**src/mem_wb_defines.svh**
```systemverilog
`ifndef MEM_WB_DEFINES_SVH
`define MEM_WB_DEFINES_SVH

////////////////////////////////////////////////////////////////////////////
// Data RAM geometry
////////////////////////////////////////////////////////////////////////////

// Number of 32-bit words in the data RAM
`define MEM_WB_RAM_WORDS 256

// Word address width, log2 of the depth
`define MEM_WB_RAM_AW 8

// Keep the two values in step when resizing the RAM
// 512 words would need an address width of 9

`endif

```
**src/mem_wb_pkg.sv**
```systemverilog
`default_nettype none

package mem_wb_pkg;

   /////////////////////////////////////////////////////////////////////////
   // Load/store operation
   /////////////////////////////////////////////////////////////////////////

   typedef enum logic [3:0] {
      OP_NONE = 4'd0,
      OP_LB   = 4'd1,
      OP_LH   = 4'd2,
      OP_LW   = 4'd3,
      OP_LBU  = 4'd4,
      OP_LHU  = 4'd5,
      OP_SB   = 4'd6,
      OP_SH   = 4'd7,
      OP_SW   = 4'd8
   } lsu_op_e;

   /////////////////////////////////////////////////////////////////////////
   // Writeback source select
   /////////////////////////////////////////////////////////////////////////

   typedef enum logic [1:0] {
      WB_ALU  = 2'd0,
      WB_LOAD = 2'd1,
      WB_PC4  = 2'd2,
      WB_IMM  = 2'd3
   } wb_sel_e;

   /////////////////////////////////////////////////////////////////////////
   // RAM data word
   /////////////////////////////////////////////////////////////////////////

   // Same 32 bits seen as byte lanes or halfword lanes
   typedef union packed {
      logic [3:0][7:0]  bytes;
      logic [1:0][15:0] halves;
   } mem_word_u;

endpackage

`default_nettype wire

```
**src/mw_if.sv**
```systemverilog
`timescale 1ns/1ns
`default_nettype none

// Memory stage to writeback stage bundle, sink always accepts
interface mw_if;
   import mem_wb_pkg::*;

   logic        valid;
   logic        reg_wb_en;
   logic [4:0]  rd_label;
   wb_sel_e     wb_sel;
   logic [31:0] alu_out;
   logic [31:0] imm;
   logic [31:0] pc;
   logic [31:0] load_val;

   modport source (
      output valid, reg_wb_en, rd_label, wb_sel,
      output alu_out, imm, pc, load_val
   );

   modport sink (
      input valid, reg_wb_en, rd_label, wb_sel,
      input alu_out, imm, pc, load_val
   );

endinterface

`default_nettype wire

```
**src/wb_if.sv**
```systemverilog
`timescale 1ns/1ns
`default_nettype none

// Wishbone classic bus, word addressed
interface wb_if;

   // Master to slave
   logic        cyc;
   logic        stb;
   logic        we;
   logic [29:0] adr;
   logic [3:0]  sel;
   logic [31:0] dat_m2s;

   // Slave to master
   logic        ack;
   logic [31:0] dat_s2m;

   modport master (
      output cyc, stb, we, adr, sel, dat_m2s,
      input  ack, dat_s2m
   );

   modport slave (
      input  cyc, stb, we, adr, sel, dat_m2s,
      output ack, dat_s2m
   );

endinterface

`default_nettype wire

```
**src/cache_access_unit.sv**
```systemverilog
`timescale 1ns/1ns
`default_nettype none

module cache_access_unit (
   input  wire logic                clk_i,
   input  wire logic                valid_i,
   input  wire logic [1:0]          addr_align_i,
   input  wire logic [31:0]         core_raw_data_i,
   input  wire logic [31:0]         cache_raw_data_i,
   input  wire mem_wb_pkg::lsu_op_e op_type_i,
   output logic [3:0]               write_en_o,
   output logic [31:0]              core_normalized_data_o,
   output logic [31:0]              cache_normalized_data_o
);
   import mem_wb_pkg::*;

   mem_wb_pkg::mem_word_u st_word;
   mem_wb_pkg::mem_word_u ld_word;

   ////////////////////////////////////////////////////////////////////////////
   // Store path
   ////////////////////////////////////////////////////////////////////////////

   always_comb begin
      st_word    = '0;
      write_en_o = 4'b0000;
      case (op_type_i)
         OP_SB: begin
            st_word.bytes[addr_align_i] = core_raw_data_i[7:0];
            write_en_o = 4'b0001 << addr_align_i;
         end
         OP_SH: begin
            st_word.halves[addr_align_i[1]] = core_raw_data_i[15:0];
            write_en_o = addr_align_i[1] ? 4'b1100 : 4'b0011;
         end
         OP_SW: begin
            st_word    = mem_word_u'(core_raw_data_i);
            write_en_o = 4'b1111;
         end
         default: begin
            // Loads and non-memory ops write nothing
            write_en_o = 4'b0000;
         end
      endcase
   end

   assign core_normalized_data_o = st_word;

   ////////////////////////////////////////////////////////////////////////////
   // Load path
   ////////////////////////////////////////////////////////////////////////////

   assign ld_word = mem_word_u'(cache_raw_data_i);

   always_comb begin
      case (op_type_i)
         OP_LB: begin
            cache_normalized_data_o = {{24{ld_word.bytes[addr_align_i][7]}},
                                       ld_word.bytes[addr_align_i]};
         end
         OP_LBU: begin
            cache_normalized_data_o = {24'd0, ld_word.bytes[addr_align_i]};
         end
         OP_LH: begin
            cache_normalized_data_o = {{16{ld_word.halves[addr_align_i[1]][15]}},
                                       ld_word.halves[addr_align_i[1]]};
         end
         OP_LHU: begin
            cache_normalized_data_o = {16'd0, ld_word.halves[addr_align_i[1]]};
         end
         default: begin
            cache_normalized_data_o = ld_word;
         end
      endcase
   end

   // Misaligned accesses are not supported by the lane logic above
   a_half_aligned : assert property (@(posedge clk_i)
      valid_i && (op_type_i inside {OP_LH, OP_LHU, OP_SH}) |-> !addr_align_i[0])
      else $error("misaligned halfword access, offset %0d", addr_align_i);

   a_word_aligned : assert property (@(posedge clk_i)
      valid_i && (op_type_i inside {OP_LW, OP_SW}) |-> addr_align_i == 2'b00)
      else $error("misaligned word access, offset %0d", addr_align_i);

endmodule

`default_nettype wire

```
**src/memory_stage.sv**
```systemverilog
`timescale 1ns/1ns
`default_nettype none

module memory_stage (
   input  wire logic                clk_i,
   input  wire logic                rst_i,
   input  wire logic                in_valid_i,
   output logic                     in_ready_o,
   input  wire mem_wb_pkg::lsu_op_e op_type_i,
   input  wire logic                reg_wb_en_i,
   input  wire logic [4:0]          rd_label_i,
   input  wire logic [31:0]         alu_out_i,
   input  wire mem_wb_pkg::wb_sel_e wb_sel_i,
   input  wire logic [31:0]         imm_i,
   input  wire logic [31:0]         pc_i,
   input  wire logic [31:0]         rs2_data_i,
   wb_if.master                     wb,
   mw_if.source                     mw
);
   import mem_wb_pkg::*;

   // Registered instruction fields
   lsu_op_e     op_q;
   logic        reg_wb_en_q;
   logic [4:0]  rd_q;
   logic [31:0] alu_q;
   wb_sel_e     wb_sel_q;
   logic [31:0] imm_q;
   logic [31:0] pc_q;
   logic [31:0] rs2_q;

   // Control state
   logic        req_q;
   logic        cyc_q;
   logic        out_valid_q;
   logic [31:0] load_val_q;

   logic        accept;
   logic        is_store;
   logic [3:0]  write_en;
   logic [31:0] store_data;
   logic [31:0] load_data;

   // Stall while a bus cycle is waiting or running
   assign in_ready_o = !(req_q || cyc_q);
   assign accept     = in_valid_i && in_ready_o;
   assign is_store   = op_q inside {OP_SB, OP_SH, OP_SW};

   always_ff @(posedge clk_i) begin
      if (accept) begin
         op_q        <= op_type_i;
         reg_wb_en_q <= reg_wb_en_i;
         rd_q        <= rd_label_i;
         alu_q       <= alu_out_i;
         wb_sel_q    <= wb_sel_i;
         imm_q       <= imm_i;
         pc_q        <= pc_i;
         rs2_q       <= rs2_data_i;
      end
   end

   ////////////////////////////////////////////////////////////////////////////
   // Bus sequencing
   ////////////////////////////////////////////////////////////////////////////

   always_ff @(posedge clk_i) begin
      if (rst_i) begin
         req_q       <= 1'b0;
         cyc_q       <= 1'b0;
         out_valid_q <= 1'b0;
      end else begin
         out_valid_q <= 1'b0;
         if (accept) begin
            if (op_type_i == OP_NONE) begin
               out_valid_q <= 1'b1;
            end else begin
               req_q <= 1'b1;
            end
         end
         // Issue one edge after acceptance
         if (req_q) begin
            req_q <= 1'b0;
            cyc_q <= 1'b1;
         end
         if (cyc_q && wb.ack) begin
            cyc_q       <= 1'b0;
            out_valid_q <= 1'b1;
         end
      end
   end

   // Load value sampled on the acknowledge
   always_ff @(posedge clk_i) begin
      if (cyc_q && wb.ack) begin
         load_val_q <= load_data;
      end
   end

   cache_access_unit u_cau (
      .clk_i                   (clk_i),
      .valid_i                 (cyc_q),
      .addr_align_i            (alu_q[1:0]),
      .core_raw_data_i         (rs2_q),
      .cache_raw_data_i        (wb.dat_s2m),
      .op_type_i               (op_q),
      .write_en_o              (write_en),
      .core_normalized_data_o  (store_data),
      .cache_normalized_data_o (load_data)
   );

   assign wb.cyc     = cyc_q;
   assign wb.stb     = cyc_q;
   assign wb.we      = is_store;
   assign wb.adr     = alu_q[31:2];
   assign wb.sel     = is_store ? write_en : 4'b1111;
   assign wb.dat_m2s = store_data;

   ////////////////////////////////////////////////////////////////////////////
   // Writeback hand-off
   ////////////////////////////////////////////////////////////////////////////

   assign mw.valid     = out_valid_q;
   assign mw.reg_wb_en = reg_wb_en_q;
   assign mw.rd_label  = rd_q;
   assign mw.wb_sel    = wb_sel_q;
   assign mw.alu_out   = alu_q;
   assign mw.imm       = imm_q;
   assign mw.pc        = pc_q;
   assign mw.load_val  = load_val_q;

   // Slave answers one cycle after it samples stb
   a_ack_timing : assert property (@(posedge clk_i) disable iff (rst_i)
      $rose(wb.stb) |=> wb.ack)
      else $error("no ack one cycle after stb was raised");

   // Classic handshake, master holds everything until ack
   a_master_hold : assert property (@(posedge clk_i) disable iff (rst_i)
      wb.stb && !wb.ack |=> wb.cyc && wb.stb &&
         $stable({wb.we, wb.adr, wb.sel, wb.dat_m2s}))
      else $error("master signals changed before ack");

endmodule

`default_nettype wire

```
**src/flat_wrapper.sv**
```systemverilog
// flat-port wrapper written by rule: the top's interface ports become plain ports
module memory_stage_flat import mem_wb_pkg::*;
  (clk_i, rst_i, in_valid_i, in_ready_o, op_type_i, reg_wb_en_i, rd_label_i, alu_out_i, wb_sel_i, imm_i, pc_i, rs2_data_i, wb_cyc, wb_stb, wb_we, wb_adr, wb_sel, wb_dat_m2s, wb_ack, wb_dat_s2m, mw_valid, mw_reg_wb_en, mw_rd_label, mw_wb_sel, mw_alu_out, mw_imm, mw_pc, mw_load_val);
  wb_if wb_i ();
  mw_if mw_i ();
  input  wire logic clk_i;
  input  wire logic rst_i;
  input  wire logic in_valid_i;
  output logic in_ready_o;
  input  wire mem_wb_pkg::lsu_op_e op_type_i;
  input  wire logic reg_wb_en_i;
  input  wire logic [4:0] rd_label_i;
  input  wire logic [31:0] alu_out_i;
  input  wire mem_wb_pkg::wb_sel_e wb_sel_i;
  input  wire logic [31:0] imm_i;
  input  wire logic [31:0] pc_i;
  input  wire logic [31:0] rs2_data_i;
  output wire logic [$bits(wb_i.cyc)-1:0] wb_cyc;
  output wire logic [$bits(wb_i.stb)-1:0] wb_stb;
  output wire logic [$bits(wb_i.we)-1:0] wb_we;
  output wire logic [$bits(wb_i.adr)-1:0] wb_adr;
  output wire logic [$bits(wb_i.sel)-1:0] wb_sel;
  output wire logic [$bits(wb_i.dat_m2s)-1:0] wb_dat_m2s;
  input wire logic [$bits(wb_i.ack)-1:0] wb_ack;
  input wire logic [$bits(wb_i.dat_s2m)-1:0] wb_dat_s2m;
  output wire logic [$bits(mw_i.valid)-1:0] mw_valid;
  output wire logic [$bits(mw_i.reg_wb_en)-1:0] mw_reg_wb_en;
  output wire logic [$bits(mw_i.rd_label)-1:0] mw_rd_label;
  output wire logic [$bits(mw_i.wb_sel)-1:0] mw_wb_sel;
  output wire logic [$bits(mw_i.alu_out)-1:0] mw_alu_out;
  output wire logic [$bits(mw_i.imm)-1:0] mw_imm;
  output wire logic [$bits(mw_i.pc)-1:0] mw_pc;
  output wire logic [$bits(mw_i.load_val)-1:0] mw_load_val;
  assign wb_cyc = wb_i.cyc;
  assign wb_stb = wb_i.stb;
  assign wb_we = wb_i.we;
  assign wb_adr = wb_i.adr;
  assign wb_sel = wb_i.sel;
  assign wb_dat_m2s = wb_i.dat_m2s;
  assign wb_i.ack = wb_ack;
  assign wb_i.dat_s2m = wb_dat_s2m;
  assign mw_valid = mw_i.valid;
  assign mw_reg_wb_en = mw_i.reg_wb_en;
  assign mw_rd_label = mw_i.rd_label;
  assign mw_wb_sel = mw_i.wb_sel;
  assign mw_alu_out = mw_i.alu_out;
  assign mw_imm = mw_i.imm;
  assign mw_pc = mw_i.pc;
  assign mw_load_val = mw_i.load_val;
  memory_stage u_core (.clk_i(clk_i), .rst_i(rst_i), .in_valid_i(in_valid_i), .in_ready_o(in_ready_o), .op_type_i(op_type_i), .reg_wb_en_i(reg_wb_en_i), .rd_label_i(rd_label_i), .alu_out_i(alu_out_i), .wb_sel_i(wb_sel_i), .imm_i(imm_i), .pc_i(pc_i), .rs2_data_i(rs2_data_i), .wb(wb_i), .mw(mw_i));
endmodule
```
**config.mk**
```make
export PLATFORM = sky130hd
export DESIGN_NAME = memory_stage_flat
export DESIGN_NICKNAME = d
export VERILOG_FILES = /design/src/mem_wb_defines.svh /design/src/mem_wb_pkg.sv /design/src/mw_if.sv /design/src/wb_if.sv /design/src/cache_access_unit.sv /design/src/memory_stage.sv /design/src/flat_wrapper.sv
export SDC_FILE = /design/constraint.sdc
export NUM_CORES = 1
export LEC_CHECK = 0
export BUFFER_PORTS_ARGS = -buffer_cell sky130_fd_sc_hd__buf_2
export CAP_MARGIN = 20
export CORE_MARGIN = 2
export CORE_UTILIZATION = 25
export DETAILED_ROUTE_END_ITERATION = 10
export PLACE_DENSITY = 0.59
export SETUP_SLACK_MARGIN = 0.02
export SYNTH_ARGS = -nofsm -noshare
export SYNTH_HDL_FRONTEND = slang
export SYNTH_SLANG_ARGS = --single-unit
```
**constraint.sdc**
```tcl
create_clock -name clk_i -period 5.6 [get_ports clk_i]
set_input_delay 0.56 -clock clk_i [delete_from_list [all_inputs] [get_ports clk_i]]
set_output_delay 0.56 -clock clk_i [all_outputs]
set_load 0.03 [all_outputs]
```
==> flow_summary_export.csv <==
group,metric,value,unit
run_status,run_status,"finished clean",
global_routing,global_route_usage_over_all_layers,0.136,
synthesis,post_synth_main_area_contributors,"edfxtp_1 (77%), buf_4 (3.5%), a221o_1 (2.1%)",
power_and_ir_drop,p_leak,4.05,nW
clock_tree,bufs_on_longest_clock_path,2,
worst_setup_path,critPathArrivalTime,2440,ps
global_routing,grt_max_degree,94,
clock_tree,clock-root-buffer,"clkbuf_16",
floorplan,design.core.area,26200,µm²
synthesis,synth_top_flop_cell,"edfxtp_1",
clock_tree,tritoncts,"yes",
detailed_routing,drcViolationCount,0,
sta,finalClockSkew,23.9,ps
layout,layout.nets,898,
power_and_ir_drop,pwr-share-comb,0.147,
power_and_ir_drop,vdd_ir_drop_max,0.200,mV
detailed_routing,detailroute.via_count,4681,
synthesis,synth_edf_count,172,
worst_setup_path,worst-path-max-fanout,10,
sta,finalWorstPathRequiredPeriod,3000,ps
sta,rsz0062_at_grt,"false",
synthesis,synth_warnings,0,
layout,final_layout_size_suffix_gt1_frac,0.586,
worst_setup_path,worstSetupStartpointType,"flop",
worst_setup_path,worst-r2r-setup-slack,3310,ps
synthesis,synthesis.instances,367,
floorplan,die-height,168,µm
power_and_ir_drop,power.clock.fraction,0.365,
synthesis,synth-seq-area-share,0.780,
detailed_routing,wl_met2,10100,µm
placed_design,gp_routability_congestion,0.867,
worst_setup_path,setup.worst_path.class,"flop to output port",
sta,worst-slew-pin-transition,839,ps
synthesis,syn-num-nets,543,
synthesis,post-synth-top-area-fraction,0.771,
detailed_routing,viasPerCell,4.36,
detailed_routing,wl_met3,1760,µm
power_and_ir_drop,netSwitchingFraction,0.291,
sta,fmaxAchievable,333,MHz
synthesis,asyncSetResetFlopFracSynth,0,
floorplan,num_rows,59,
placed_design,io_buffers,382,
clock_tree,cts.clk_slew.worst_paths,90,ps
worst_hold_path,hold-path-cell-count,1,
detailed_routing,route.detailed.wl_per_inst,18.4,µm
worst_setup_path,reg2regPathDepth,4,
clock_tree,cts_hold_buf,0,
clock_tree,cts_setup_buffers,0,
power_and_ir_drop,finalPower,0.00325,W
placed_design,half_perimeter_wire_length_of_the_detailed_placement_result,14900,µm
power_and_ir_drop,power_density,347,nW/µm²
global_routing,overflow,0,
sta,post-route-period-util,0.536,
synthesis,synth.cells.most_frequent,"edfxtp_1 (172), buf_4 (31), a21o_1 (18)",
detailed_routing,drtAntennaViolNets,0,
power_and_ir_drop,seq_power_share,0.488,
clock_tree,clk-insertion-delay-late,430,ps
sta,timing_hold_violations_final,0,
clock_tree,tritoncts.num_buffers,17,
detailed_routing,starting_drt_drc_count,359,
flow_run,maxCapViolations,0,
sta,maxSlewViolCount,0,
sta,setup_tns,0,ps
synthesis,library_cell_with_the_largest_summed_area_after_synthesis,"edfxtp_1",
detailed_routing,top_layer_used,"met5",
power_and_ir_drop,power.switching,0.000943,W
worst_setup_path,endpoint_kind,"output port",
global_routing,grt_pass1_vias,4615,
sta,count_of_endpoints_failing_setup_in_the_final_report,0,
global_routing,antenna_found_initial,5,
worst_hold_path,worstHoldPathType,"input port to flop",
worst_setup_path,worst_r2r_endpoint,"u_core.mw.load_val[1]",
global_routing,grt_pass1_wl,28600,µm
clock_tree,clock_sink_count,175,
sta,timing.slew.headroom,0.440,
clock_tree,number_of_instances_resized_during_post_cts_repair,0,
layout,syn2layout_area_growth,39.7,%
synthesis,synth_seq_cells,175,
worst_hold_path,timing.hold.worst.start,"pc_i[4]",
worst_setup_path,cp_data_required_time,5040,ps
synthesis,syn-cell-area,6700,µm²
power_and_ir_drop,power.internal,0.00230,W
synthesis,avgSynthCellArea,18.3,µm²
synthesis,post-synth-top-count-cell,"edfxtp_1",
synthesis,post_synth_num_cell_types,44,
floorplan,die_area,28100,µm²
clock_tree,cts-htree-levels,4,
worst_setup_path,worst_reg2reg_startpoint,"u_core.op_q[1]",
detailed_routing,wirelength,19800,µm
worst_hold_path,holdPathEnd,"u_core.mw.pc[4]",
floorplan,dieWidth,168,µm
detailed_routing,drtPass1Iterations,4,
floorplan,design.portCount,383,
floorplan,start_util,0.256,
detailed_routing,wl_met1,7690,µm
worst max-delay path: stages (launching register included):
cell,delay [ps]
edfxtp_1,520
nor2b_1,500
nor2b_1,270
a31oi_1,310
nor2b_1,210
buf_2,220
per-stage QoR:
stage | cell area (µm²) | utilization | hold slack, ps | setup slack [ps] | instances
finish | 9360 | 0.357 | 300 | 2600 | 1074
global route | 9350 | 0.357 | 268 | 2380 | 1071
CTS | 9350 | 0.357 | 276 | 2580 | 1070
detailed placement | 8750 | 0.334 | 511 | 3060 | 1038
global placement | 8750 | 0.334 | 501 | 3160 | 1038
floorplan | 6700 | - | 607 | 821 | 367
flip-flops by register name, summed over array words and instances (netlist names), 2 cells and up:
signal and count:
u_core.mw.rd_label 5, u_core.mw.wb_sel 2, u_core.mw.load_val 32, u_core.rs2_q 32, u_core.mw.pc 32, u_core.mw.alu_out 32
u_core.op_q 4, u_core.mw.imm 32
cell type report:
type | instances | area (µm²)
Fill cell | 2526 | 16800
Sequential cell | 175 | 5230
Timing Repair Buffer | 388 | 1970
Multi-Input combinational cell | 132 | 1110
Clock buffer | 18 | 429
Tap cell | 335 | 419
Clock inverter | 14 | 168
Inverter | 8 | 30.0
Antenna cell | 4 | 10.0
routing by layer:
metal  track usage  vias up
li1              -     2143
met3        0.0565       21
met5             0        -
met4        0.0359        6
met1         0.158     2263
met2         0.233      248
power groups by stage:
stage | combinational (W) | clock, W | sequential [W]
floorplan | 0.000190 | 0 | 0.00174
global placement | 0.000479 | 0 | 0.00161
detailed placement | 0.000482 | 0 | 0.00161
CTS | 0.000482 | 0.00122 | 0.00159
global route | 0.000505 | 0.00128 | 0.00159
finish | 0.000477 | 0.00118 | 0.00159
worst max path at each step:
| stage | cells past startpoint | to | slack (ps) | from |
|---|---|---|---|---|
| 5_1_grt | 5 | wb_dat_m2s[3] | 2380 | u_core.op_q[3] |
| 6_report | 5 | wb_dat_m2s[3] | 2600 | u_core.op_q[3] |
| 4_1_cts | 5 | wb_dat_m2s[3] | 2580 | u_core.op_q[3] |
| 2_1_floorplan | 2 | u_core.mw.alu_out[0] | 820 | u_core.wb.cyc |
| 3_3_place_gp | 5 | wb_dat_m2s[6] | 3160 | u_core.op_q[3] |
| 3_5_place_dp | 5 | wb_dat_m2s[3] | 3060 | u_core.op_q[3] |
cells by family after synthesis:
group,synth area share
buffers and inverters,0.0556
XOR/XNOR,0.00131
AND/OR/NAND/NOR,0.0452
multiplexers,0.0295
AO/OA/AOI/OAI,0.0889
flip-flops,0.780
placed cells by master (no fill, tap or decap), types with 3 or more instances in the layout:
master | Yosys | final
inv_1 | 7 | 7
a222oi_1 | 6 | 6
inv_8 | 0 | 3
clkinv_4 | 0 | 3
edfxtp_1 | 172 | 172
mux4_2 | 6 | 6
buf_2 | 7 | 382
a21o_1 | 18 | 18
nor2_1 | 7 | 7
and4_1 | 3 | 3
nand2_1 | 6 | 6
o21ai_1 | 5 | 5
a221o_1 | 14 | 14
buf_4 | 31 | 5
nor3_1 | 3 | 3
diode_2 | 0 | 4
clkbuf_16 | 0 | 17
dfxtp_1 | 3 | 3
clkinv_8 | 0 | 5
inv_6 | 0 | 3
a22o_1 | 14 | 14
nor2b_1 | 17 | 17
nand3_1 | 3 | 3
Power figures use the tool's default switching activity.
