$ cat config.mk
export PLATFORM = sky130hd
export DESIGN_NAME = writeback_stage_flat
export DESIGN_NICKNAME = d
export VERILOG_FILES = /design/src/mem_wb_defines.svh /design/src/mem_wb_pkg.sv /design/src/mw_if.sv /design/src/writeback_stage.sv /design/src/flat_wrapper.sv
export SDC_FILE = /design/constraint.sdc
export NUM_CORES = 1
export LEC_CHECK = 0
export ABC_AREA = 1
export BUFFER_PORTS_ARGS = -buffer_cell sky130_fd_sc_hd__buf_2
export CAP_MARGIN = 20
export CORE_ASPECT_RATIO = 1.75
export CORE_MARGIN = 5
export CORE_UTILIZATION = 39
export DETAILED_ROUTE_END_ITERATION = 7
export GPL_TIMING_DRIVEN = 1
export PLACE_DENSITY = 0.77
export SETUP_SLACK_MARGIN = 0.2
export SLEW_MARGIN = 10
export SYNTH_ARGS = -nofsm -noshare
export SYNTH_HDL_FRONTEND = slang
export SYNTH_SLANG_ARGS = --single-unit
$ cat constraint.sdc
create_clock -name clk_i -period 1.25 [get_ports clk_i]
set_input_delay 0.125 -clock clk_i [delete_from_list [all_inputs] [get_ports clk_i]]
set_output_delay 0.125 -clock clk_i [all_outputs]
set_load 0.05 [all_outputs]
$ cat src/mem_wb_defines.svh
`ifndef MEM_WB_DEFINES_SVH
`define MEM_WB_DEFINES_SVH

////////////////////////////////////////////////////////////////////////////
// Data RAM geometry
////////////////////////////////////////////////////////////////////////////

// Number of 32-bit words in the data RAM
`define MEM_WB_RAM_WORDS 256

// Word address width, log2 of the depth
`define MEM_WB_RAM_AW 8

// Keep the two values in step when resizing the RAM
// 512 words would need an address width of 9

`endif

$ cat src/mem_wb_pkg.sv
`default_nettype none

package mem_wb_pkg;

   /////////////////////////////////////////////////////////////////////////
   // Load/store operation
   /////////////////////////////////////////////////////////////////////////

   typedef enum logic [3:0] {
      OP_NONE = 4'd0,
      OP_LB   = 4'd1,
      OP_LH   = 4'd2,
      OP_LW   = 4'd3,
      OP_LBU  = 4'd4,
      OP_LHU  = 4'd5,
      OP_SB   = 4'd6,
      OP_SH   = 4'd7,
      OP_SW   = 4'd8
   } lsu_op_e;

   /////////////////////////////////////////////////////////////////////////
   // Writeback source select
   /////////////////////////////////////////////////////////////////////////

   typedef enum logic [1:0] {
      WB_ALU  = 2'd0,
      WB_LOAD = 2'd1,
      WB_PC4  = 2'd2,
      WB_IMM  = 2'd3
   } wb_sel_e;

   /////////////////////////////////////////////////////////////////////////
   // RAM data word
   /////////////////////////////////////////////////////////////////////////

   // Same 32 bits seen as byte lanes or halfword lanes
   typedef union packed {
      logic [3:0][7:0]  bytes;
      logic [1:0][15:0] halves;
   } mem_word_u;

endpackage

`default_nettype wire

$ cat src/mw_if.sv
`timescale 1ns/1ns
`default_nettype none

// Memory stage to writeback stage bundle, sink always accepts
interface mw_if;
   import mem_wb_pkg::*;

   logic        valid;
   logic        reg_wb_en;
   logic [4:0]  rd_label;
   wb_sel_e     wb_sel;
   logic [31:0] alu_out;
   logic [31:0] imm;
   logic [31:0] pc;
   logic [31:0] load_val;

   modport source (
      output valid, reg_wb_en, rd_label, wb_sel,
      output alu_out, imm, pc, load_val
   );

   modport sink (
      input valid, reg_wb_en, rd_label, wb_sel,
      input alu_out, imm, pc, load_val
   );

endinterface

`default_nettype wire

$ cat src/writeback_stage.sv
`timescale 1ns/1ns
`default_nettype none

module writeback_stage (
   input  wire logic clk_i,
   input  wire logic rst_i,
   mw_if.sink        mw,
   output logic        rf_we_o,
   output logic [4:0]  rf_addr_o,
   output logic [31:0] rf_data_o
);
   import mem_wb_pkg::*;

   logic        valid_q;
   logic        wr_en_q;
   logic [4:0]  rd_q;
   logic [31:0] data_q;
   logic [31:0] result;

   // Result select ahead of the register
   always_comb begin
      case (mw.wb_sel)
         WB_ALU:  result = mw.alu_out;
         WB_LOAD: result = mw.load_val;
         WB_PC4:  result = mw.pc + 32'd4;
         WB_IMM:  result = mw.imm;
         default: result = mw.alu_out;
      endcase
   end

   always_ff @(posedge clk_i) begin
      if (rst_i) begin
         valid_q <= 1'b0;
      end else begin
         valid_q <= mw.valid;
      end
   end

   always_ff @(posedge clk_i) begin
      if (mw.valid) begin
         wr_en_q <= mw.reg_wb_en;
         rd_q    <= mw.rd_label;
         data_q  <= result;
      end
   end

   // x0 is hardwired, never written
   assign rf_we_o   = valid_q && wr_en_q && (rd_q != 5'd0);
   assign rf_addr_o = rd_q;
   assign rf_data_o = data_q;

endmodule

`default_nettype wire
$ cat src/flat_wrapper.sv
// flat-port wrapper written by rule: the top's interface ports become plain ports
module writeback_stage_flat import mem_wb_pkg::*;
  (clk_i, rst_i, rf_we_o, rf_addr_o, rf_data_o, mw_valid, mw_reg_wb_en, mw_rd_label, mw_wb_sel, mw_alu_out, mw_imm, mw_pc, mw_load_val);
  mw_if mw_i ();
  input  wire logic clk_i;
  input  wire logic rst_i;
  output logic rf_we_o;
  output logic [4:0] rf_addr_o;
  output logic [31:0] rf_data_o;
  input wire logic [$bits(mw_i.valid)-1:0] mw_valid;
  input wire logic [$bits(mw_i.reg_wb_en)-1:0] mw_reg_wb_en;
  input wire logic [$bits(mw_i.rd_label)-1:0] mw_rd_label;
  input wire logic [$bits(mw_i.wb_sel)-1:0] mw_wb_sel;
  input wire logic [$bits(mw_i.alu_out)-1:0] mw_alu_out;
  input wire logic [$bits(mw_i.imm)-1:0] mw_imm;
  input wire logic [$bits(mw_i.pc)-1:0] mw_pc;
  input wire logic [$bits(mw_i.load_val)-1:0] mw_load_val;
  assign mw_i.valid = mw_valid;
  assign mw_i.reg_wb_en = mw_reg_wb_en;
  assign mw_i.rd_label = mw_rd_label;
  assign mw_i.wb_sel = mw_wb_sel;
  assign mw_i.alu_out = mw_alu_out;
  assign mw_i.imm = mw_imm;
  assign mw_i.pc = mw_pc;
  assign mw_i.load_val = mw_load_val;
  writeback_stage u_core (.clk_i(clk_i), .rst_i(rst_i), .mw(mw_i), .rf_we_o(rf_we_o), .rf_addr_o(rf_addr_o), .rf_data_o(rf_data_o));
endmodule
==> flow_summary_export.csv, run 1 <==
group,metric,value,unit
status,status,"finished, violations left",
status,violations,"setup timing",
critical_path,cp_max_fo,2,
power,ir_drop,0.571,mV
synthesis,ys_seq_area_share,40.7,%
run,max_cap_violations,0,
global_route,overflow,0,
global_route,grt_util_met1,23.1,%
power,internal_power,0.00283,W
clocking,cts_tree,"built",
power,p_sw,0.00150,W
timing,relSlewSlack,72.5,%
critical_path,worstPathRequired,1.12,ns
critical_path,crit_start,"u_core.rf_addr_o[3]",
power,leakage,2.18,nW
routing,detail_route.wl_per_cell,15.2,um
placement,routabilityCongestion,0.844,
floorplan,start_util,39.7,%
timing,finalMaxSlewViolations,0,
floorplan,fp.coreArea,7180,um^2
floorplan,die_h,123,um
power,pwr-share-seq,37.7,%
synthesis,syn_nets,536,
routing,dr.first_iter.drc_count,165,
critical_path,crit_end,"rf_we_o",
synthesis,synthCells,396,
critical_path,cp-end-kind,"primary output",
floorplan,die_w,74.6,um
layout,num-nets-final,756,
synthesis,ys_ff_latch,39,
global_route,gr-usage-met2,42.9,%
timing,fin_ws,-0.0600,ns
layout,syn2layout_area_growth,63.2,%
global_route,grt_max_degree,40,
routing,vias,3532,
clocking,numCtsBuffers,5,
critical_path,critPathBufInv,2,
layout,mostFrequentLayoutCell,"buf_2",
power,clock_power_share,29.6,%
layout,finalCoreUtilization,64.8,%
floorplan,io_pins,177,
clocking,htreeDepth,2,
routing,vias_per_cell,5.02,
timing,finalSetupViolCount,1,
global_route,first_global_vias,3549,
clocking,clockBufferDepth,2,
timing,fin_crit_sh,105,%
power,powerDensity,932,nW/um^2
global_route,met3_usage,2.52,%
critical_path,start_kind,"flip-flop",
placement,port_buffers,176,
routing,drt_wl_total,10700,um
timing,worst_slew_pin_slew,0.413,ns
synthesis,netlist_area,2850,um^2
timing,period_needed,1.31,ns
global_route,grt_pass1_wl,15700,um
critical_path,crit_path_top_delay_cell,"edfxtp_1",
timing,hold_viol,0,
min_path,hold_path.class,"in -> reg",
routing,drc,0,
clocking,root_buffer,"clkbuf_16",
synthesis,synth_cell_types,28,
critical_path,path_depth,5,
placement,dp_hpwl,8530,um
routing,firstDrtPassIters,4,
critical_path,worst_ep_arrival_time,1.18,ns
timing,fmax,763,MHz
routing,ant_nets,0,
layout,nFillCells,648,
clocking,clkSinkCount,39,
power,combPwrFrac,32.7,%
power,swShare,34.6,%
layout,drive_gt1_share,51.4,%
critical_path,cpPeakStageDelay,0.40,ns
global_route,antenna_found_initial,1,
critical_path,crit_type,"reg -> out",
critical_path,path_cells,"nor3_2 -> nand2_1 -> nand3_1 -> inv_1 -> buf_6",
critical_path,crit_family,"flip-flops",
clocking,clkTransAtPathRegs,0.06,ns
timing,rsz0062_at_grt,"true",
synthesis,synth_warnings,0,
placement,post-place-ws,-0.167,ns
layout,layout_common_cells,"buf_2 (167), nand2_1 (152), buf_4 (48)",
global_route,busiest_layer,"met2",
floorplan,rows,41,
floorplan,dieArea,9190,um^2
global_route,grtUsageTotal,22.5,%
synthesis,avgSynthCellArea,7.20,um^2
-- worst min path at each step --
stage	from	endpoint	slack [ns]	cells after the start
finish	mw_rd_label[3]	u_core.rf_addr_o[3]	0.009	1
global route	mw_rd_label[2]	u_core.rf_addr_o[2]	0.004	1
CTS	mw_rd_label[3]	u_core.rf_addr_o[3]	0.004	1
detailed placement	rst_i	u_core.valid_q	0.28	2
global placement	rst_i	u_core.valid_q	0.28	2
floorplan	rst_i	u_core.valid_q	0.20	1
-- layer usage --
metal	vias to the layer above	share of wire, %
met2	131	57
met3	28	5.6
met1	1618	34
li1	1755	-
met5	-	0
met4	0	3.6
-- kinds of logic (layout without fill, tap and decap cells) --
family | after synthesis | count (layout) | synth area share (%)
buf+inv | 44 | 265 | 6.15
simple gates | 285 | 285 | 46.1
fa+ha+maj | 1 | 1 | 0.439
other cells | 0 | 1 | 0
xor+xnor | 1 | 1 | 0.307
compound gates | 26 | 26 | 6.28
flops | 39 | 39 | 40.7
-- power by group through the flow --
stage                     Sequential, W  Clock (W)  Combinational [W]
after global placement          0.00165          0            0.00133
after CTS                       0.00163    0.00130            0.00137
after detailed placement        0.00166          0            0.00135
after global routing            0.00164    0.00134            0.00151
final                           0.00163    0.00128            0.00142
after floorplan                 0.00211          0           0.000318
-- through the flow --
stage | TNS (ns) | instances | power, W | hold WS [ns] | cell area (um^2)
CTS | -0.0819 | 700 | 0.00430 | 0.00420 | 4420
detailed placement | -2.26 | 688 | 0.00301 | 0.284 | 4210
floorplan | -0.0442 | 396 | 0.00243 | 0.196 | 2910
global placement | -1.45 | 688 | 0.00298 | 0.283 | 4210
global route | -0.133 | 704 | 0.00449 | 0.00353 | 4650
finish | -0.0600 | 704 | 0.00433 | 0.00878 | 4650
-- sequential cells by signal (all words and copies together), names as in the netlist --
signal	count
u_core.rf_addr_o	5
u_core.rf_data_o	32
u_core.valid_q	1
u_core.wr_en_q	1
-- timing repair --
item | CTS | global route
setup endpoints to repair | 14 | 24
gates resized for setup | 9 | 56
endpoints found under the hold margin | 1 | 0
pin swaps | 9 | 30
hold buffers | 1 | 0
buffers inserted | 3 | 3
-- area by class of cell --
class / instances / area [um^2] / area share (%)
clock inverter: 3 / 20.0 / 0.430
tap: 86 / 108 / 2.31
sequential: 39 / 1160 / 25.0
multi-input combinational: 313 / 1770 / 38.1
clock buffer: 5 / 125 / 2.69
antenna: 1 / 2.50 / 0.0538
inverter: 33 / 126 / 2.72
timing repair buffer: 224 / 1340 / 28.8
-- synthesized netlist by cell type --
| master | count | area (um^2) |
|---|---|---|
| nand2_2 | 7 | 43.8 |
| nor2_4 | 10 | 113 |
| xnor2_1 | 1 | 8.76 |
| nand3_1 | 33 | 165 |
| o2111ai_1 | 1 | 8.76 |
| a21oi_1 | 7 | 35.0 |
| nor3_1 | 1 | 5.00 |
| nor3b_1 | 1 | 7.51 |
| nor2_2 | 6 | 37.5 |
| nand2_1 | 161 | 604 |
| a31oi_1 | 1 | 6.26 |
| nand4_1 | 24 | 150 |
| dfxtp_1 | 1 | 20.0 |
| edfxtp_1 | 38 | 1140 |
| a221oi_1 | 6 | 52.6 |
| o21bai_1 | 3 | 22.5 |
| a21oi_2 | 3 | 26.3 |
| nand2_4 | 2 | 22.5 |
| and2_1 | 1 | 6.26 |
| o21ai_0 | 4 | 20.0 |
| or2_2 | 5 | 31.3 |
| inv_2 | 2 | 7.51 |
| inv_1 | 31 | 116 |
| buf_2 | 8 | 40.0 |
| nor2_1 | 34 | 128 |
| a22oi_1 | 1 | 7.51 |
| clkbuf_1 | 3 | 11.3 |
| ha_1 | 1 | 12.5 |
(Power assumes the default switching activity.)
==> run 2: changes to the inputs <==
--- a/config.mk
+++ b/config.mk
@@ -5,15 +5,15 @@
 export SDC_FILE = /design/constraint.sdc
 export NUM_CORES = 1
 export LEC_CHECK = 0
-export ABC_AREA = 1
 export BUFFER_PORTS_ARGS = -buffer_cell sky130_fd_sc_hd__buf_2
 export CAP_MARGIN = 20
 export CORE_ASPECT_RATIO = 1.75
 export CORE_MARGIN = 5
-export CORE_UTILIZATION = 39
+export CORE_UTILIZATION = 38
 export DETAILED_ROUTE_END_ITERATION = 7
 export GPL_TIMING_DRIVEN = 1
-export PLACE_DENSITY = 0.77
+export PLACE_DENSITY = 0.78
+export REMOVE_ABC_BUFFERS = 1
 export SETUP_SLACK_MARGIN = 0.2
 export SLEW_MARGIN = 10
 export SYNTH_ARGS = -nofsm -noshare
==> run 2 against run 1 <==
The flow still finishes with violations (setup timing). Critical path type unchanged. Area after synthesis down 10%. Non-clock buffer count rose by 27. Critical path depth down 2. Die area is 7.0% lower. Global-route usage about the same. Flip-flop and latch count did not move. Core utilization is 5.9 points higher. Synthesized cell count fell by 49%. Sequential power about the same. First-iteration DRC count is 9.7% lower. Clock power up 29%. Count of clock-buffer cells in the layout stayed put.
==> flow_summary_export.csv, run 2 <==
group,metric,value,unit
status,status,"finished, violations left",
status,violations,"setup timing",
clocking,cts_tree,"built",
clocking,clockBufferDepth,2,
synthesis,synthTopCellsByArea,"edfxtp_1 (45%), mux4_2 (16%), xnor2_1 (5.5%), nand4_1 (3.9%), xor2_1 (3.8%)",
synthesis,synth_most_common_cell,"edfxtp_1",
synthesis,synthCells,203,
placement,routabilityCongestion,0.859,
timing,finalMaxSlewViolations,0,
synthesis,synth_top_area_share,44.6,%
routing,dr.first_iter.drc_count,149,
timing,worst_slew_pin_slew,0.356,ns
routing,vias,2815,
routing,drc,0,
critical_path,start_kind,"flip-flop",
routing,detail_route.wl_per_cell,18.6,um
layout,drive_gt1_share,67.8,%
layout,finalCoreUtilization,70.7,%
critical_path,worst_ep_arrival_time,1.49,ns
layout,num-nets-final,593,
critical_path,crit_type,"reg -> out",
placement,post-place-ws,-0.692,ns
synthesis,avgSynthCellArea,12.6,um^2
synthesis,synthFlopType,"edfxtp_1",
power,powerDensity,1030,nW/um^2
timing,fin_ws,-0.363,ns
placement,dp.cells,514,
layout,syn2layout_area_growth,80.5,%
routing,vias_per_cell,5.24,
timing,fmax,620,MHz
routing,drt_wl_total,10000,um
floorplan,die_h,119,um
synthesis,netlist.top_cell.by_area,"edfxtp_1",
routing,ant_nets,0,
timing,timing.hold.ws,0.0184,ns
global_route,grt_max_degree,40,
timing,hold_viol,0,
power,total_power,0.00476,W
clocking,numCtsBuffers,5,
floorplan,fp.coreArea,6540,um^2
power,leakage,2.11,nW
critical_path,cp-end-kind,"primary output",
clocking,root_buffer,"clkbuf_16",
floorplan,die_w,72.1,um
timing,relSlewSlack,76.1,%
synthesis,ys_seq_area_share,45.3,%
clocking,clkTransAtPathRegs,0.06,ns
layout,mostFrequentLayoutCell,"buf_2",
synthesis,synth_warnings,0,
timing,rsz0062_at_grt,"true",
global_route,overflow,0,
synthesis,async_reset_ff_share,0,%
floorplan,rows,39,
synthesis,synthTopCellsByCount,"edfxtp_1 (38), nand2_1 (22), mux4_2 (18)",
run,max_cap_violations,0,
synthesis,synth_cell_types,40,
synthesis,netlist_area,2560,um^2
critical_path,cp_max_fo,2,
timing,fin_crit_sh,129,%
timing,period_needed,1.61,ns
floorplan,dieArea,8550,um^2
synthesis,ys_ff_latch,39,
synthesis,synth_edf_count,38,
global_route,grtUsageTotal,22.5,%
layout,final_cells,537,
layout,largest_reg_flops,32,
clocking,clkSinkCount,39,
power,ir_drop,0.502,mV
routing,firstDrtPassIters,5,
global_route,antenna_found_initial,1,
placement,dp_hpwl,7830,um
floorplan,io_pins,177,
floorplan,start_util,39.2,%
clocking,htreeDepth,2,
layout,layout_common_cells,"buf_2 (165), buf_4 (57), edfxtp_1 (38)",
global_route,grt_pass1_wl,14600,um
placement,port_buffers,176,
critical_path,worstPathRequired,1.12,ns
timing,finalSetupViolCount,23,
min_path,hold_path.class,"in -> reg",
global_route,first_global_vias,2986,
==> run 2: area by class of cell <==
cell class,count,area (um^2)
well taps,82,103
flip-flops and latches,39,1160
diodes,1,2.50
repair buffers,251,1640
inverters,4,20.0
clock inverters,3,67.6
fillers,491,1920
clock buffers,5,125
multi-input cells,152,1510
==> run 2: worst max-delay path, stage by stage, from the launching register on <==
cell,delay [ns]
edfxtp_1,0.37
or3_1,0.38
o311a_1,0.30
buf_6,0.16
==> run 2: path summary, 6_finish.rpt <==
kind / startpoint / endpoint / slack (ns) / cells past startpoint
worst max-delay path: u_core.rf_addr_o[1] / rf_we_o / -0.36 / 3
worst min-delay path: mw_rd_label[3] / u_core.rf_addr_o[3] / 0.02 / 1
==> run 2: timing repair <==
item                       4_1_cts  5_1_grt
pin swaps                       34       15
setup endpoints to repair       30       33
gates cloned                     1        0
hold endpoints to repair         1        0
hold buffers                     1        0
gates resized for setup         65       14
buffers inserted                 8        4
==> run 2: per-stage QoR <==
stage          area, um^2  setup TNS [ns]
5_1_grt              4620           -5.83
3_5_place_dp         4000          -12.48
6_report             4620           -4.75
2_1_floorplan        2520           -5.38
3_3_place_gp         4000          -11.74
4_1_cts              4540           -3.68
==> run 2: logic make-up after synthesis <==
logic type,after synthesis,synth area share [%]
compound gates,35,9.33
xor+xnor,27,9.23
fa+ha+maj,1,0.488
buf+inv,12,2.15
flops,39,45.3
mux,20,17.9
simple gates,69,15.6
==> run 2: power breakdown <==
part           switching, W  total (W)  internal, W
Sequential        0.0000316    0.00163      0.00160
Clock              0.000512    0.00165      0.00114
Combinational      0.000866    0.00147     0.000608
==> run 2: per-layer routing <==
layer	GRT usage [%]	share of wire [%]
met5	0	0
met4	12.0	3.9
met3	3.82	6.3
met2	41.8	57
met1	22.8	33
==> run 3: changes to the inputs <==
--- a/config.mk
+++ b/config.mk
@@ -5,14 +5,15 @@
 export SDC_FILE = /design/constraint.sdc
 export NUM_CORES = 1
 export LEC_CHECK = 0
+export ABC_AREA = 1
 export BUFFER_PORTS_ARGS = -buffer_cell sky130_fd_sc_hd__buf_2
 export CAP_MARGIN = 20
 export CORE_ASPECT_RATIO = 1.75
 export CORE_MARGIN = 5
-export CORE_UTILIZATION = 38
+export CORE_UTILIZATION = 39
 export DETAILED_ROUTE_END_ITERATION = 7
 export GPL_TIMING_DRIVEN = 1
-export PLACE_DENSITY = 0.78
+export PLACE_DENSITY = 0.77
 export REMOVE_ABC_BUFFERS = 1
 export SETUP_SLACK_MARGIN = 0.2
 export SLEW_MARGIN = 10
==> run 3 against run 2 <==
The flow still finishes with violations (setup timing). Die area is 7.5% higher. Combinational power about the same. Clock power decreased by 22%. Final cell count up 31%. Sequential share of layout area shrank 0.47 points. Critical path depth increased by 2. Maximum frequency increased by 16%. Cell area is 1.9% higher. Core utilization is 5.1 points lower. Via count up 27%. Sequential power about the same. Largest cell class is now multi-input combinational cells.
==> flow_summary_export.csv, run 3 (synthesized netlist as in run 1, its figures left out) <==
group,metric,value,unit
status,status,"finished, violations left",
status,violations,"setup timing",
timing,finalMaxSlewViolations,0,
power,internal_power,0.00285,W
global_route,antenna_found_initial,0,
critical_path,worst_ep_arrival_time,1.26,ns
global_route,gr-usage-met2,42.4,%
timing,finalSetupViolCount,1,
floorplan,dieArea,9190,um^2
power,powerDensity,925,nW/um^2
min_path,hold_path.class,"in -> reg",
timing,rsz0062_at_grt,"true",
power,ir_drop,0.540,mV
routing,drc,0,
placement,port_buffers,176,
routing,dr.first_iter.drc_count,186,
critical_path,crit_path_top_delay_cell,"edfxtp_1",
floorplan,die_w,74.6,um
timing,relSlewSlack,67.9,%
routing,ant_nets,0,
critical_path,cp-end-kind,"primary output",
power,p_sw,0.00151,W
clocking,clkTransAtPathRegs,0.06,ns
layout,mostFrequentLayoutCell,"buf_2",
global_route,grt_pass1_wl,16100,um
clocking,htreeDepth,2,
power,total_power,0.00436,W
layout,largest_reg_flops,32,
layout,drive_gt1_share,52.6,%
placement,routabilityCongestion,0.912,
critical_path,worstPathRequired,1.12,ns
clocking,numCtsBuffers,5,
floorplan,die_h,123,um
global_route,overflow,0,
timing,hold_viol,0,
global_route,grtUsageTotal,23.0,%
global_route,first_global_vias,3577,
layout,layout_common_cells,"buf_2 (167), nand2_1 (146), buf_4 (44)",
timing,fin_crit_sh,111,%
routing,drt_wl_total,10800,um
layout,final_cells,704,
power,clock_power_share,29.3,%
critical_path,crit_family,"flip-flops",
power,combPwrFrac,33.2,%
clocking,clockBufferDepth,2,
critical_path,path_cells,"nor3_2 -> nand2_1 -> nand3_2 -> inv_2 -> buf_6",
critical_path,critPathBufInv,2,
layout,diodes,0,
power,swShare,34.7,%
global_route,grt_max_degree,40,
layout,num-nets-final,757,
floorplan,rows,41,
layout,syn2layout_area_growth,65.3,%
placement,dp_hpwl,8310,um
layout,finalCoreUtilization,65.6,%
timing,worst_slew_pin_slew,0.480,ns
routing,vias,3571,
clocking,root_buffer,"clkbuf_16",
clocking,cts_tree,"built",
global_route,grt_util_met1,23.6,%
timing,fin_ws,-0.138,ns
global_route,busiest_layer,"met2",
global_route,met3_usage,3.50,%
run,max_cap_violations,0,
critical_path,cpPeakStageDelay,0.40,ns
power,pwr-share-seq,37.5,%
floorplan,start_util,39.7,%
critical_path,start_kind,"flip-flop",
floorplan,io_pins,177,
placement,dp.cells,686,
timing,fmax,720,MHz
clocking,clkSinkCount,39,
timing,period_needed,1.39,ns
routing,detail_route.wl_per_cell,15.3,um
critical_path,crit_type,"reg -> out",
critical_path,cp_max_fo,2,
routing,firstDrtPassIters,5,
power,leakage,2.19,nW
floorplan,fp.coreArea,7180,um^2
routing,vias_per_cell,5.07,
[run 3: cell types whose count changed in the layout (fill, tap and decap cells not counted), moves of 13 or more]
cell     before  now
buf_4        57   44
buf_6        20    7
inv_1         3   27
mux4_2       20    0
nand2_1      18  146
nand2_2       1   17
nand3_2       2   21
nor2_1        3   23
nor2_4        4   18
[run 3: timing repair]
| action | in CTS | in global routing |
|---|---|---|
| resized for setup | 35 | 63 |
| hold buffers | 1 | 0 |
| buffers inserted | 6 | 2 |
| hold endpoints to repair | 1 | 0 |
| setup endpoints to repair | 27 | 37 |
| gates cloned | 0 | 1 |
| pin swaps | 19 | 49 |
[run 3: final timing paths]
kind | startpoint | cells past startpoint | endpoint
max | u_core.rf_addr_o[3] | 5 | rf_we_o
min | mw_rd_label[3] | 1 | u_core.rf_addr_o[3]
[run 3: stage by stage]
step | TNS, ns | cell area, um^2 | worst slack (ns) | hold slack [ns]
after floorplan | -9.27 | 2800 | -0.590 | 0.196
after global placement | -3.61 | 4120 | -0.245 | 0.283
after detailed placement | -4.87 | 4120 | -0.290 | 0.289
after CTS | -0.127 | 4450 | -0.127 | 0.0110
after global routing | -0.172 | 4710 | -0.172 | 0.00732
final | -0.138 | 4710 | -0.138 | 0.0133
[run 3: final cells by class]
class | count | area (um^2)
Fill cell | 619 | 2470
Multi-Input combinational cell | 313 | 1800
Timing Repair Buffer | 225 | 1370
Sequential cell | 39 | 1160
Inverter | 33 | 128
Clock buffer | 5 | 125
Tap cell | 86 | 108
Clock inverter | 3 | 20.0
[run 3: layer usage]
layer  up-vias  wire [um]
met5         -          0
met4         0        539
met3        45        816
met2       163       5940
met1      1602       3500
li1       1761          -
[run 3: power groups by stage]
stage                     Sequential [W]  Clock, W  Combinational (W)
after CTS                        0.00163   0.00131            0.00137
after global placement           0.00165         0            0.00129
after detailed placement         0.00166         0            0.00132
after global routing             0.00164   0.00135            0.00154
after floorplan                  0.00211         0           0.000293
final                            0.00163   0.00128            0.00145
